<file path="src/uart_pkg.sv">
package uart_pkg;

  // ******************************
  // frame format
  // ******************************

  // data bits per frame, sent lsb first
  localparam int word_len = 8;

  // oversample ticks in one bit cell
  localparam int oversample = 16;

  // ticks from the start edge to the middle of the start bit
  localparam int half_cell = oversample / 2;

  // ******************************
  // oversample divider
  // ******************************

  // clk cycles per oversample tick
  // small value so a frame is short in simulation
  localparam int unsigned tick_div = 4;

  // divider counter width follows the divider range
  localparam int tick_cnt_w = $clog2(tick_div);

  typedef logic [tick_cnt_w-1:0] tick_cnt_t;

  // ******************************
  // shared counters and words
  // ******************************

  // ticks inside one bit cell
  typedef logic [$clog2(oversample)-1:0] cell_cnt_t;

  // data bits done, must reach word_len
  typedef logic [$clog2(word_len+1)-1:0] bit_cnt_t;

  // host transmit request
  // accepted while tx_ready is high
  typedef struct packed {
    logic                valid;
    logic [word_len-1:0] data;
  } tx_req_t;

  // received byte
  // valid is a one-cycle pulse, data holds until the next good frame
  typedef struct packed {
    logic                valid;
    logic [word_len-1:0] data;
  } rx_word_t;

endpackage

</file>
<file path="src/uart_rx.sv">
`timescale 1ns/1ps

module uart_rx (
  input  logic               clk,
  input  logic               rst_h,
  input  logic               tick,
  input  logic               rxd,
  output uart_pkg::rx_word_t rx_word
);

  // receiver states
  typedef enum logic [2:0] {
    st_idle,
    st_center,
    st_wait,
    st_sample,
    st_stop
  } rx_state_t;

  rx_state_t                     state;

  // two-flop synchroniser
  logic                          rxd_meta;
  logic                          rxd_s;

  // line seen high on an idle tick
  logic                          armed;

  uart_pkg::cell_cnt_t           cell_cnt;
  uart_pkg::bit_cnt_t            bit_cnt;
  logic [uart_pkg::word_len-1:0] shift_reg;

  // tick strobes at the half cell and full cell points
  logic                          half_done;
  logic                          cell_done;

  // good stop bit seen this cycle
  logic                          stop_ok;

  // ******************************
  // input synchroniser
  // ******************************

  // idle level is high
  always_ff @(posedge clk or posedge rst_h) begin
    if (rst_h) begin
      rxd_meta <= 1'b1;
      rxd_s    <= 1'b1;
    end else begin
      rxd_meta <= rxd;
      rxd_s    <= rxd_meta;
    end
  end

  // ******************************
  // bit cell timing
  // ******************************

  assign half_done = tick &&
                     (cell_cnt == uart_pkg::cell_cnt_t'(uart_pkg::half_cell - 1));
  assign cell_done = tick &&
                     (cell_cnt == uart_pkg::cell_cnt_t'(uart_pkg::oversample - 1));

  // ******************************
  // state machine
  // ******************************

  always_ff @(posedge clk or posedge rst_h) begin
    if (rst_h) begin
      state    <= st_idle;
      armed    <= 1'b0;
      cell_cnt <= '0;
      bit_cnt  <= '0;
    end else begin
      case (state)
        // look for a high to low edge on the tick
        st_idle: begin
          if (tick) begin
            armed <= rxd_s;
            if (armed && !rxd_s) begin
              state    <= st_center;
              cell_cnt <= '0;
            end
          end
        end

        // half a cell to the middle of the start bit
        st_center: begin
          if (half_done) begin
            cell_cnt <= '0;
            bit_cnt  <= '0;
            // still low means a real start bit
            if (rxd_s) begin
              state <= st_idle;
            end else begin
              state <= st_wait;
            end
          end else if (tick) begin
            cell_cnt <= cell_cnt + 1'b1;
          end
        end

        // one full cell to the next sample point
        st_wait: begin
          if (cell_done) begin
            cell_cnt <= '0;
            // next point is the stop bit once all data bits are in
            if (bit_cnt == uart_pkg::bit_cnt_t'(uart_pkg::word_len)) begin
              state <= st_stop;
            end else begin
              state <= st_sample;
            end
          end else if (tick) begin
            cell_cnt <= cell_cnt + 1'b1;
          end
        end

        // single cycle where the shift register takes the bit
        st_sample: begin
          bit_cnt <= bit_cnt + 1'b1;
          state   <= st_wait;
        end

        // stop bit checked in stop_ok
        // armed is low so a held-low line does not restart
        st_stop: begin
          state <= st_idle;
        end

        default: begin
          state <= st_idle;
        end
      endcase
    end
  end

  // ******************************
  // data path
  // ******************************

  // lsb arrives first and enters at the top
  always_ff @(posedge clk) begin
    if (state == st_sample) begin
      shift_reg <= {rxd_s, shift_reg[uart_pkg::word_len-1:1]};
    end
  end

  // frames with a low stop bit are dropped
  assign stop_ok = (state == st_stop) && rxd_s;

  // registered outputs
  // valid one cycle after the stop sample
  always_ff @(posedge clk or posedge rst_h) begin
    if (rst_h) begin
      rx_word <= '0;
    end else begin
      rx_word.valid <= stop_ok;
      if (stop_ok) begin
        rx_word.data <= shift_reg;
      end
    end
  end

endmodule

</file>
<file path="src/uart_tick_gen.sv">
`timescale 1ns/1ps

module uart_tick_gen (
  input  logic clk,
  input  logic rst_h,
  output logic tick
);

  // free-running divider count
  uart_pkg::tick_cnt_t div_cnt;

  // last count of the divider period
  logic wrap;

  // ******************************
  // divider
  // ******************************

  // wrap at tick_div - 1
  assign wrap = (div_cnt == uart_pkg::tick_cnt_t'(uart_pkg::tick_div - 1));

  always_ff @(posedge clk or posedge rst_h) begin
    if (rst_h) begin
      div_cnt <= '0;
    end else if (wrap) begin
      div_cnt <= '0;
    end else begin
      div_cnt <= div_cnt + 1'b1;
    end
  end

  // one-cycle enable in the wrap cycle
  // counter comes from a flop so no glitch
  assign tick = wrap;

endmodule

</file>
<file path="src/uart_top.sv">
`timescale 1ns/1ps

module uart_top (
  input  logic               clk,
  input  logic               rst_h,
  input  logic               rxd,
  output logic               txd,
  input  uart_pkg::tx_req_t  tx_req,
  output logic               tx_ready,
  output uart_pkg::rx_word_t rx_word
);

  // shared 16x oversample enable
  logic tick;

  // ******************************
  // oversample tick
  // ******************************

  uart_tick_gen i_tick_gen (
    .clk   (clk),
    .rst_h (rst_h),
    .tick  (tick)
  );

  // ******************************
  // receive side
  // ******************************

  uart_rx i_rx (
    .clk     (clk),
    .rst_h   (rst_h),
    .tick    (tick),
    .rxd     (rxd),
    .rx_word (rx_word)
  );

  // ******************************
  // transmit side
  // ******************************

  // request/ready handshake, no queue
  uart_tx i_tx (
    .clk      (clk),
    .rst_h    (rst_h),
    .tick     (tick),
    .tx_req   (tx_req),
    .tx_ready (tx_ready),
    .txd      (txd)
  );

endmodule

</file>
<file path="src/uart_tx.sv">
`timescale 1ns/1ps

module uart_tx (
  input  logic              clk,
  input  logic              rst_h,
  input  logic              tick,
  input  uart_pkg::tx_req_t tx_req,
  output logic              tx_ready,
  output logic              txd
);

  // transmitter states
  typedef enum logic [1:0] {
    st_idle,
    st_start,
    st_data,
    st_stop
  } tx_state_t;

  tx_state_t                     state;

  // byte loaded, waiting for the next tick to start
  logic                          start_pend;

  uart_pkg::cell_cnt_t           cell_cnt;
  uart_pkg::bit_cnt_t            bit_cnt;
  logic [uart_pkg::word_len-1:0] shift_reg;

  logic                          accept;
  logic                          cell_done;
  logic                          last_bit;

  // ******************************
  // handshake and timing strobes
  // ******************************

  // requests while busy are dropped
  assign accept    = tx_req.valid && tx_ready;

  // sixteenth tick of the current cell
  assign cell_done = tick &&
                     (cell_cnt == uart_pkg::cell_cnt_t'(uart_pkg::oversample - 1));

  // data bit now on the line is the msb
  assign last_bit  = (bit_cnt == uart_pkg::bit_cnt_t'(uart_pkg::word_len - 1));

  // ******************************
  // shift register
  // ******************************

  // lsb goes out first
  always_ff @(posedge clk) begin
    if (accept) begin
      shift_reg <= tx_req.data;
    end else if ((state == st_data) && cell_done) begin
      shift_reg <= {1'b1, shift_reg[uart_pkg::word_len-1:1]};
    end
  end

  // line select from state
  always_comb begin
    case (state)
      st_start: txd = 1'b0;
      st_data:  txd = shift_reg[0];
      default:  txd = 1'b1;
    endcase
  end

  // ******************************
  // state machine
  // ******************************

  always_ff @(posedge clk or posedge rst_h) begin
    if (rst_h) begin
      state      <= st_idle;
      start_pend <= 1'b0;
      tx_ready   <= 1'b1;
      cell_cnt   <= '0;
      bit_cnt    <= '0;
    end else begin
      // cell counter runs on the tick outside idle
      if ((state != st_idle) && tick) begin
        if (cell_done) begin
          cell_cnt <= '0;
        end else begin
          cell_cnt <= cell_cnt + 1'b1;
        end
      end

      case (state)
        // load on accept, start line on the next tick
        st_idle: begin
          if (accept) begin
            start_pend <= 1'b1;
            tx_ready   <= 1'b0;
          end else if (start_pend && tick) begin
            start_pend <= 1'b0;
            cell_cnt   <= '0;
            state      <= st_start;
          end
        end

        // start bit for one cell
        st_start: begin
          if (cell_done) begin
            bit_cnt <= '0;
            state   <= st_data;
          end
        end

        // one cell per data bit
        st_data: begin
          if (cell_done) begin
            bit_cnt <= bit_cnt + 1'b1;
            if (last_bit) begin
              state <= st_stop;
            end
          end
        end

        // stop bit for one cell, ready again at its end
        st_stop: begin
          if (cell_done) begin
            tx_ready <= 1'b1;
            state    <= st_idle;
          end
        end

        default: begin
          state <= st_idle;
        end
      endcase
    end
  end

endmodule
</file>
<file path="config.mk">
export PLATFORM = sky130hd
export DESIGN_NAME = uart_top
export DESIGN_NICKNAME = d
export VERILOG_FILES = /design/src/uart_pkg.sv /design/src/uart_rx.sv /design/src/uart_tick_gen.sv /design/src/uart_top.sv /design/src/uart_tx.sv
export SDC_FILE = /design/constraint.sdc
export NUM_CORES = 1
export LEC_CHECK = 0
export CAP_MARGIN = 25
export CORE_UTILIZATION = 56
export DETAILED_ROUTE_END_ITERATION = 8
export DONT_BUFFER_PORTS = 1
export PLACE_DENSITY = 0.73
export SLEW_MARGIN = 20
export SYNTH_ARGS = -nofsm -noshare
export SYNTH_HDL_FRONTEND = slang
export SYNTH_SLANG_ARGS = --single-unit
</file>
<file path="constraint.sdc">
create_clock -name clk -period 1.5 [get_ports clk]
set_input_delay 0.3 -clock clk [delete_from_list [all_inputs] [get_ports clk]]
set_output_delay 0.3 -clock clk [all_outputs]
set_load 0.005 [all_outputs]
</file>
# Yosys cells after proc, flatten, opt, wreduce, memory -nomap -nowiden

Index checks and enable logic that the tools add are counted.

Output and inout port bits: 11
Input bits: 12
Logic and storage cells: 111
Register bits: 53

Eq/ne operators: 24
Reductions and logical operators: 27
Multiplexer cells: 39
$add $sub $neg: 5

Operator list:

| kind                                                             | count |
|---|---|
| 4-bit two-way mux                                                | 13 |
| 2-bit by 1-bit != test with 1-bit output (second input constant) | 10 |
| 4-bit by 1-bit adder with 4-bit output (second input constant)   | 4 |
| 2-bit two-way mux                                                | 8 |
| 8-bit two-way mux                                                | 2 |
| 4-bit case mux with 2 select lines                               | 2 |
| 3-bit two-way mux                                                | 5 |
| 4-bit == test (second input constant)                            | 3 |
| 3-bit case mux with 4 select lines                               | 1 |
| 4-bit case mux with 3 select lines                               | 1 |
| 2-bit nonzero test                                               | 6 |
| 1-bit logical AND                                                | 9 |
| 3-bit AND reduction                                              | 3 |
| 4-bit by 3-bit == test with 1-bit output (second input constant) | 2 |
| 2-bit case mux with 4 select lines                               | 1 |
| 2-bit == test (second input constant)                            | 3 |
| 3-bit by 2-bit == test with 1-bit output (second input constant) | 2 |
| 2-bit AND reduction                                              | 3 |
| 6-bit AND reduction                                              | 1 |
| 1-bit two-way mux                                                | 4 |
| 1-bit case mux with 2 select lines                               | 2 |
| 4-bit AND reduction                                              | 1 |
| 3-bit by 1-bit == test with 1-bit output (second input constant) | 1 |
| 3-bit == test (second input constant)                            | 1 |
| other kinds (7)                                                  | 7 |

# Longest topological paths before layout

Gate-level depths: netlist (run 1).

Depth after elaboration: 7
Gate-level depth with buffers: 6
Mapped depth without buffers: 6

# Cells and area by module

Synthesis (run 1) repeated with hierarchy kept, for this count alone.

Cell total of the unflattened synthesis: 199
Area, all modules: 2524.9 um2

Modules (own cells, without submodules):

| module        | instances | cells each | seq. area each (um2) | area an instance (um2) |
|---|---|---|---|---|
| uart_rx       | 1         | 107        | 818.3                | 1398.8 |
| uart_tx       | 1         | 87         | 541.8                | 1056.0 |
| uart_tick_gen | 1         | 5          | 50.0                 | 70.1 |

# Worst setup path before layout (run 1)

OpenSTA, ideal clock, no wires.

Path kind: reg2reg
Start point: register i_tx.cell_cnt[0]
End point: register i_tx.shift_reg[0] (netlist name), enable pin
Slack: -91 ps
Arrival time: 1263 ps
Data required time: 1171 ps
Stages on the path, launching flop included: 6
Clock period less this slack: 1591 ps
Setup time: 329 ps
Path buffers: 1
Path through: dfrtp_1 > ha_1 > and4_1 > buf_2 > nand2_1 > nand2_1

Longest elaborated chain between the ends: 4

RTL lines:

| item                                | line          | RTL |
|---|---|---|
| start: declaration                  | uart_tx.sv:25 | `uart_pkg::cell_cnt_t cell_cnt;` |
| start signal: assignment            | uart_tx.sv:86 | `cell_cnt <= cell_cnt + 1'b1;` |
| 4-bit == test                       | uart_tx.sv:42 | `(cell_cnt == uart_pkg::cell_cnt_t'(uart_pkg::oversample - 1));` |
| 1-bit logical AND                   | uart_tx.sv:41 | `assign cell_done = tick &&` |
| 1-bit logical AND                   | uart_tx.sv:55 | `end else if ((state == st_data) && cell_done) begin` |
| 2-bit nonzero test (no source line) | n/a           |  |
| end signal: assignment              | uart_tx.sv:54 | `shift_reg <= tx_req.data;` |
| end signal: assignment              | uart_tx.sv:56 | `shift_reg <= {1'b1, shift_reg[uart_pkg::word_len-1:1]};` |
| end: declaration                    | uart_tx.sv:27 | `logic [uart_pkg::word_len-1:0] shift_reg;` |

Every way passes these cells.
A chain may end at the register's enable or synchronous reset.

# Worst setup path in the final report (run 1)

Start point: register i_tick_gen.div_cnt[0]
End point: register i_tx.state[1]

Longest elaborated chain between the ends: 4
Elaborated cells on any way between the ends: 8
Those cells by class: eq/ne: 5; reduce/logical: 3

RTL lines:

| item                                                      | line                         | RTL |
|---|---|---|
| start: declaration                                        | uart_tick_gen.sv:10          | `uart_pkg::tick_cnt_t div_cnt;` |
| start signal: assignment                                  | uart_tick_gen.sv:28          | `div_cnt <= div_cnt + 1'b1;` |
| 2-bit == test *                                           | uart_tick_gen.sv:20          | `assign wrap = (div_cnt == uart_pkg::tick_cnt_t'(uart_pkg::tick_div - 1));` |
| 1-bit logical AND (on tied branches)                      | uart_tx.sv:41, uart_tx.sv:96 |  |
| 2-bit by 1-bit != test with 1-bit output (no source line) | n/a                          |  |
| 6-bit AND reduction (no source line) *                    | n/a                          |  |
| end signal: assignment                                    | uart_tx.sv:75                | `state <= st_idle;` |
| end signal: assignment                                    | uart_tx.sv:99                | `state <= st_start;` |
| end signal: assignment                                    | uart_tx.sv:107               | `state <= st_data;` |
| end: declaration                                          | uart_tx.sv:20                | `tx_state_t state;` |

Mark *: on every way between the ends. The rest lies on a longest branch, timed or not.

==> impl_metrics.toml, run 1 <==
[status]
outcome = "finished, violations left"
violations = "setup timing"

[power]
powerDensity_mw_per_mm2 = 1740
leakage_uw = 0.00132
peakVddDrop_v = 0.00116

[worst_setup_path]
path_class = "register to register"
cp-start-kind = "register"
cp_max_fo = 4
endpoint_kind = "register"
cp.required_ns = 1.70
worst-endpoint-arrival_ns = 1.79

[global_routing]
grt_pass1_vias = 1640
grt_pass1_wl_microns = 7490
antenna_found_initial = 0
grt_util_all_layers_pct = 21.9
grt_max_degree = 38
gr-total-overflow = 0

[sta]
finalHoldViolations = 0
worstMarginPinSlew_ns = 0.467
grt_setup_unrepaired = "yes"
finalMaxSlewViolations = 0
finalSetupViolations = 5
fin_skew_ns = 0.00786
holdWs_ns = 0.167
fmax_mhz = 632
period_share_pct = 106
fin_crit_ns = 1.58
fin_ws_ns = -0.0834
slew-limit-headroom_pct = 68.9

[logic_synthesis]
synth_mux_area_share_pct = 9.50
yosys-top-cells-area = "dfrtp_1, edfxtp_1, mux2_2"
ys_types = 48
yosysTopAreaCellShare_pct = 34.7
syn_avg_cell_area_sq_um = 12.4
synthesis.nets = 219
synthCells = 197
ys_seq_area_share_pct = 57.6
synth_simple_gate_area_share_pct = 10.4
synth.most_common_cell = "dfrtp_1"
yosysTopAreaCell = "dfrtp_1"
synth_fa_ha_area_share_pct = 5.11
synth_xor_area_share_pct = 1.38
async_flop_share_pct = 69.8
syn_area_sq_mm = 0.00245
ys.flop_type = "dfrtp_1"
synth_top_family_by_area = "compound AO/OA/AOI/OAI gates"
netlist_top_cells_count = "dfrtp_1, mux2_2, edfxtp_1, o21ai_0, inv_1"
synth_edf_count = 16
ys_warn_count = 0
synth_compound_area_share_pct = 11.9
ys_ff_latch = 53

[floorplan]
rows = 23
die_area_sq_mm = 0.00464
fp.dieH_microns = 68.1
start_util_pct = 59.9
ioPinCount = 23
fp.dieW_microns = 68.1
core-area_sq_mm = 0.00409

[cts]
clkLatencyLatePin_ns = 0.31
root_buffer = "clkbuf_8"
h-tree-depth = 2
clockBufferDepth = 2
tritoncts = "done"
cts_sinks = 53
clk_pin_slew_ns = 0.10
cts_buffers = 5

[flow_run]
cap_violations = 0

[placed_design]
hpwl_microns = 3120
place.gp.congestion = 0.899
dpl-instance-area_sq_mm = 0.00269
port_buffers = 0

[final_layout]
multiInputGateArea_sq_mm = 0.00108
fillers = 255
num-nets-final = 259
largest_reg_flops = 9
antennaDiodeCount = 0
area_delta_synth_final_pct = 23.9
drive_gt1_share_pct = 41.6
design_area_sq_mm = 0.00303
final-seq-area_sq_mm = 0.00141

[drt]
ant_nets = 0
first_pass_iters = 4
vias_per_cell = 5.83
drt-initial-drc-count = 77
drc = 0
vias = 1679
wl_per_cell_microns = 17.0
wl_microns = 4890

[worst_hold_path]
hold_class = "input port to register"
-- cell families (layout without fill, tap and decap cells) --
logic type      Yosys count  after routing
buf+inv                  21             62
flops                    53             53
fa+ha+maj                10             10
simple gates             45             45
mux                      21             21
compound gates           44             44
xor+xnor                  3              3
-- final timing paths --
check	cells past startpoint	end	startpoint	slack [ns]
worst max-delay path	5	i_tx.state[1]	i_tick_gen.div_cnt[0]	-0.08
worst min-delay path	1	i_tx.shift_reg[7]	tx_req[7]	0.17
min in group asynchronous	3	i_tx.bit_cnt[0]	rst_h	0.54
worst max register to register	5	i_tx.state[1]	i_tick_gen.div_cnt[0]	-0.08
worst min register to register	0	i_rx.rxd_s	i_rx.rxd_meta	0.36
max in group asynchronous	3	i_rx.rxd_s	rst_h	0.60
-- final cells by class --
type / count / area share (%)
clock buffers: 5 / 2.27
well taps: 50 / 2.06
inverters: 14 / 1.73
clock inverters: 3 / 0.866
repair buffers: 40 / 11.0
multi-input cells: 123 / 35.5
flip-flops and latches: 53 / 46.6
-- report_power, final --
| group | switching [uW] | total, uW | internal, uW |
|---|---|---|---|
| Clock | 500 | 841 | 341 |
| Combinational | 1020 | 2210 | 1190 |
| Sequential | 311 | 2240 | 1930 |
| Total | 1830 | 5290 | 3460 |
-- timing repair --
action,4_1_cts,5_1_grt
hold buffers,2,0
endpoints found under the hold margin,16,0
cloned,0,0
endpoints found under the setup margin,23,38
buffers inserted,7,5
pin swaps,10,9
gates resized for setup,16,27
-- per-stage QoR --
stage	setup slack [ns]	util [%]	instances	total power, uW	TNS [ns]
2_1_floorplan	-0.0286	-	197	3300	-0.0286
3_3_place_gp	-0.0852	65.9	268	3840	-0.393
3_5_place_dp	-0.148	65.9	268	3980	-1.30
4_1_cts	-0.0549	70.7	285	5020	-0.260
5_1_grt	-0.187	74.2	288	5640	-0.948
6_report	-0.0834	74.2	288	5290	-0.257
-- critical path: stages (launching register included) --
cell     delay (ns)
dfrtp_1        0.40
ha_4           0.16
and4_4         0.26
nand4_1        0.12
a21oi_2        0.22
mux2_4         0.32
-- layout by cell type (no fill, tap or decap), types with 2 or more instances in the layout --
master | netlist | routed
nand4_1 | 5 | 5
nand3_1 | 4 | 3
and3_1 | 2 | 2
ha_1 | 10 | 6
buf_6 | 2 | 4
edfxtp_1 | 16 | 16
a21oi_2 | 0 | 2
nand2_1 | 11 | 8
dfstp_2 | 3 | 3
inv_1 | 14 | 12
clkinv_4 | 0 | 2
dfrtp_1 | 34 | 32
o21ai_1 | 0 | 4
clkbuf_8 | 0 | 5
o21ai_0 | 16 | 9
dlygate4sd3_1 | 0 | 2
nand2_2 | 0 | 2
buf_4 | 1 | 33
mux2i_1 | 3 | 3
a21oi_1 | 8 | 6
nand3_2 | 1 | 2
nor2_1 | 8 | 7
mux2_2 | 17 | 17
ha_4 | 0 | 3
a211oi_2 | 0 | 2
dfrtp_2 | 0 | 2
inv_2 | 0 | 2
o21ai_2 | 0 | 3
a22o_1 | 7 | 7
-- per-layer routing --
metal / global-route usage, % / share of wire [%] / vias up
li1: - / - / 797
met1: 29.2 / 46 / 828
met2: 34.4 / 48 / 43
met3: 5.33 / 3.6 / 11
met4: 8.33 / 2.5 / 0
met5: 0 / 0 / -
Power figures use the tool's default switching activity.
==> run 2, diff against run 1 <==
Settings changed: PLACE_DENSITY 0.73 to unset, PLACE_DENSITY_LB_ADDON set to 0.3.
==> run 2 against run 1 <==
Compared with the run above:
- core utilization is 1.5 points lower
- sequential cell count stayed put
- non-clock buffer count is 2 lower
- critical path type unchanged
- die area stayed put
- global-route usage is 0.75 points higher
- clock skew is 0.0050 ns higher
- critical path depth stayed put
- worst setup slack better by 0.016 ns
- wire length is 0.80% lower
- the flow still finishes with violations (setup timing)
- cell area is 2.0% lower
==> impl_metrics.toml, run 2 (synthesis gave the netlist of run 1 again) <==
[sta]
period_share_pct = 104
grt_setup_unrepaired = "yes"
fin_skew_ns = 0.0129
finalHoldViolations = 0
fin_crit_ns = 1.57
fin_ws_ns = -0.0675
finalSetupViolations = 5
slew-limit-headroom_pct = 69.4
fmax_mhz = 638
finalMaxSlewViolations = 0
worstMarginPinSlew_ns = 0.460

[power]
leakage_uw = 0.00128
p_total_uw = 5250
powerDensity_mw_per_mm2 = 1770
peakVddDrop_v = 0.00125

[worst_hold_path]
hold_class = "input port to register"

[drt]
wl_microns = 4860
wl_met2_microns = 2450
drt-initial-drc-count = 68
dr.max_layer_used = "met4"
vias_per_cell = 5.76
first_pass_iters = 4
wl_met1_microns = 2090
vias = 1648
ant_nets = 0
drc = 0
wl_per_cell_microns = 17.0
met3_length_microns = 226

[worst_setup_path]
cp_max_fo = 5
crit_chain = "ha_4 > and4_4 > nand4_1 > a21oi_2 > mux2_4"
cp-start-kind = "register"
path_class = "register to register"
endpoint_kind = "register"
cp.required_ns = 1.70
worst-endpoint-arrival_ns = 1.77
r2r_setup_slack_ns = -0.07
worst-path-buf-inv = 0
crit_slowest_cell = "dfrtp_1"
slowest_delay_ns = 0.40
crit_family = "flip-flops"

[global_routing]
gr-total-overflow = 0
grt_pass1_wl_microns = 7480
antenna_found_initial = 0
grt_max_degree = 38
grt_util_all_layers_pct = 22.7
grt_pass1_vias = 1665

[cts]
clkLatencyLatePin_ns = 0.31
cts_sinks = 53
cts_buffers = 5
clk_pin_slew_ns = 0.10
clockBufferDepth = 2
h-tree-depth = 2
tritoncts = "done"
root_buffer = "clkbuf_8"

[final_layout]
layout_common_cells = "dfrtp_1, buf_4, mux2_2"
instances_no_fill = 286
num-nets-final = 257
drive_gt1_share_pct = 39.0
antennaDiodeCount = 0
area_delta_synth_final_pct = 21.4
largest_reg_flops = 9

[floorplan]
start_util_pct = 59.9
core-area_sq_mm = 0.00409
die_area_sq_mm = 0.00464
fp.dieW_microns = 68.1
ioPinCount = 23
fp.dieH_microns = 68.1
rows = 23

[flow_run]
cap_violations = 0

[placed_design]
placedCellCount = 267
place.gp.congestion = 0.874
hpwl_microns = 3210
port_buffers = 0

[status]
outcome = "finished, violations left"
violations = "setup timing"
[run 2: area by class of cell]
type | instances | area [sq um]
sequential | 53 | 1410
fill | 258 | 1110
multi-input combinational | 123 | 1040
timing repair buffer | 38 | 305
clock buffer | 5 | 68.8
tap | 50 | 62.6
inverter | 14 | 57.6
clock inverter | 3 | 25.0
[run 2: timing repair]
item                                   4_1_cts  5_1_grt
buffers inserted                             6        3
gates resized for setup                     16       21
setup endpoints to repair                   26       32
endpoints found under the hold margin       35        0
pin swaps                                    6       21
hold buffers                                 2        0
[run 2: path summary, 6_finish.rpt]
| check | start | to | cells past startpoint |
|---|---|---|---|
| min in group asynchronous | rst_h | i_tx.cell_cnt[2] | 3 |
| hold / removal | tx_req[7] | i_tx.shift_reg[7] | 1 |
| setup reg to reg | i_tick_gen.div_cnt[0] | i_tx.state[1] | 5 |
| max in group asynchronous | rst_h | i_rx.rxd_s | 3 |
| setup / recovery | i_tick_gen.div_cnt[0] | i_tx.state[1] | 5 |
| hold reg to reg | i_rx.rxd_meta | i_rx.rxd_s | 0 |
[run 2: where the power goes]
group / switching (uW) / internal (uW)
clock: 492 / 338
sequential: 328 / 1930
combinational: 1000 / 1170
total: 1820 / 3430
[run 2: stage by stage]
step	instance area (sq um)	setup WS, ns	TNS [ns]	utilization, %	hold WS [ns]
floorplan	2470	-0.0286	-0.0286	-	0.304
global placement	2670	-0.0851	-0.746	65.4	0.305
detailed placement	2670	-0.140	-1.73	65.4	0.305
CTS	2870	-0.0547	-0.177	70.3	0.169
global route	2970	-0.119	-0.666	72.7	0.160
finish	2970	-0.0675	-0.180	72.7	0.182
[run 2: per-layer routing]
metal / track usage [%] / vias to the layer above
met5: 0 / -
met2: 35.9 / 46
li1: - / 789
met4: 10.7 / 0
met1: 27.8 / 803
met3: 7.50 / 10
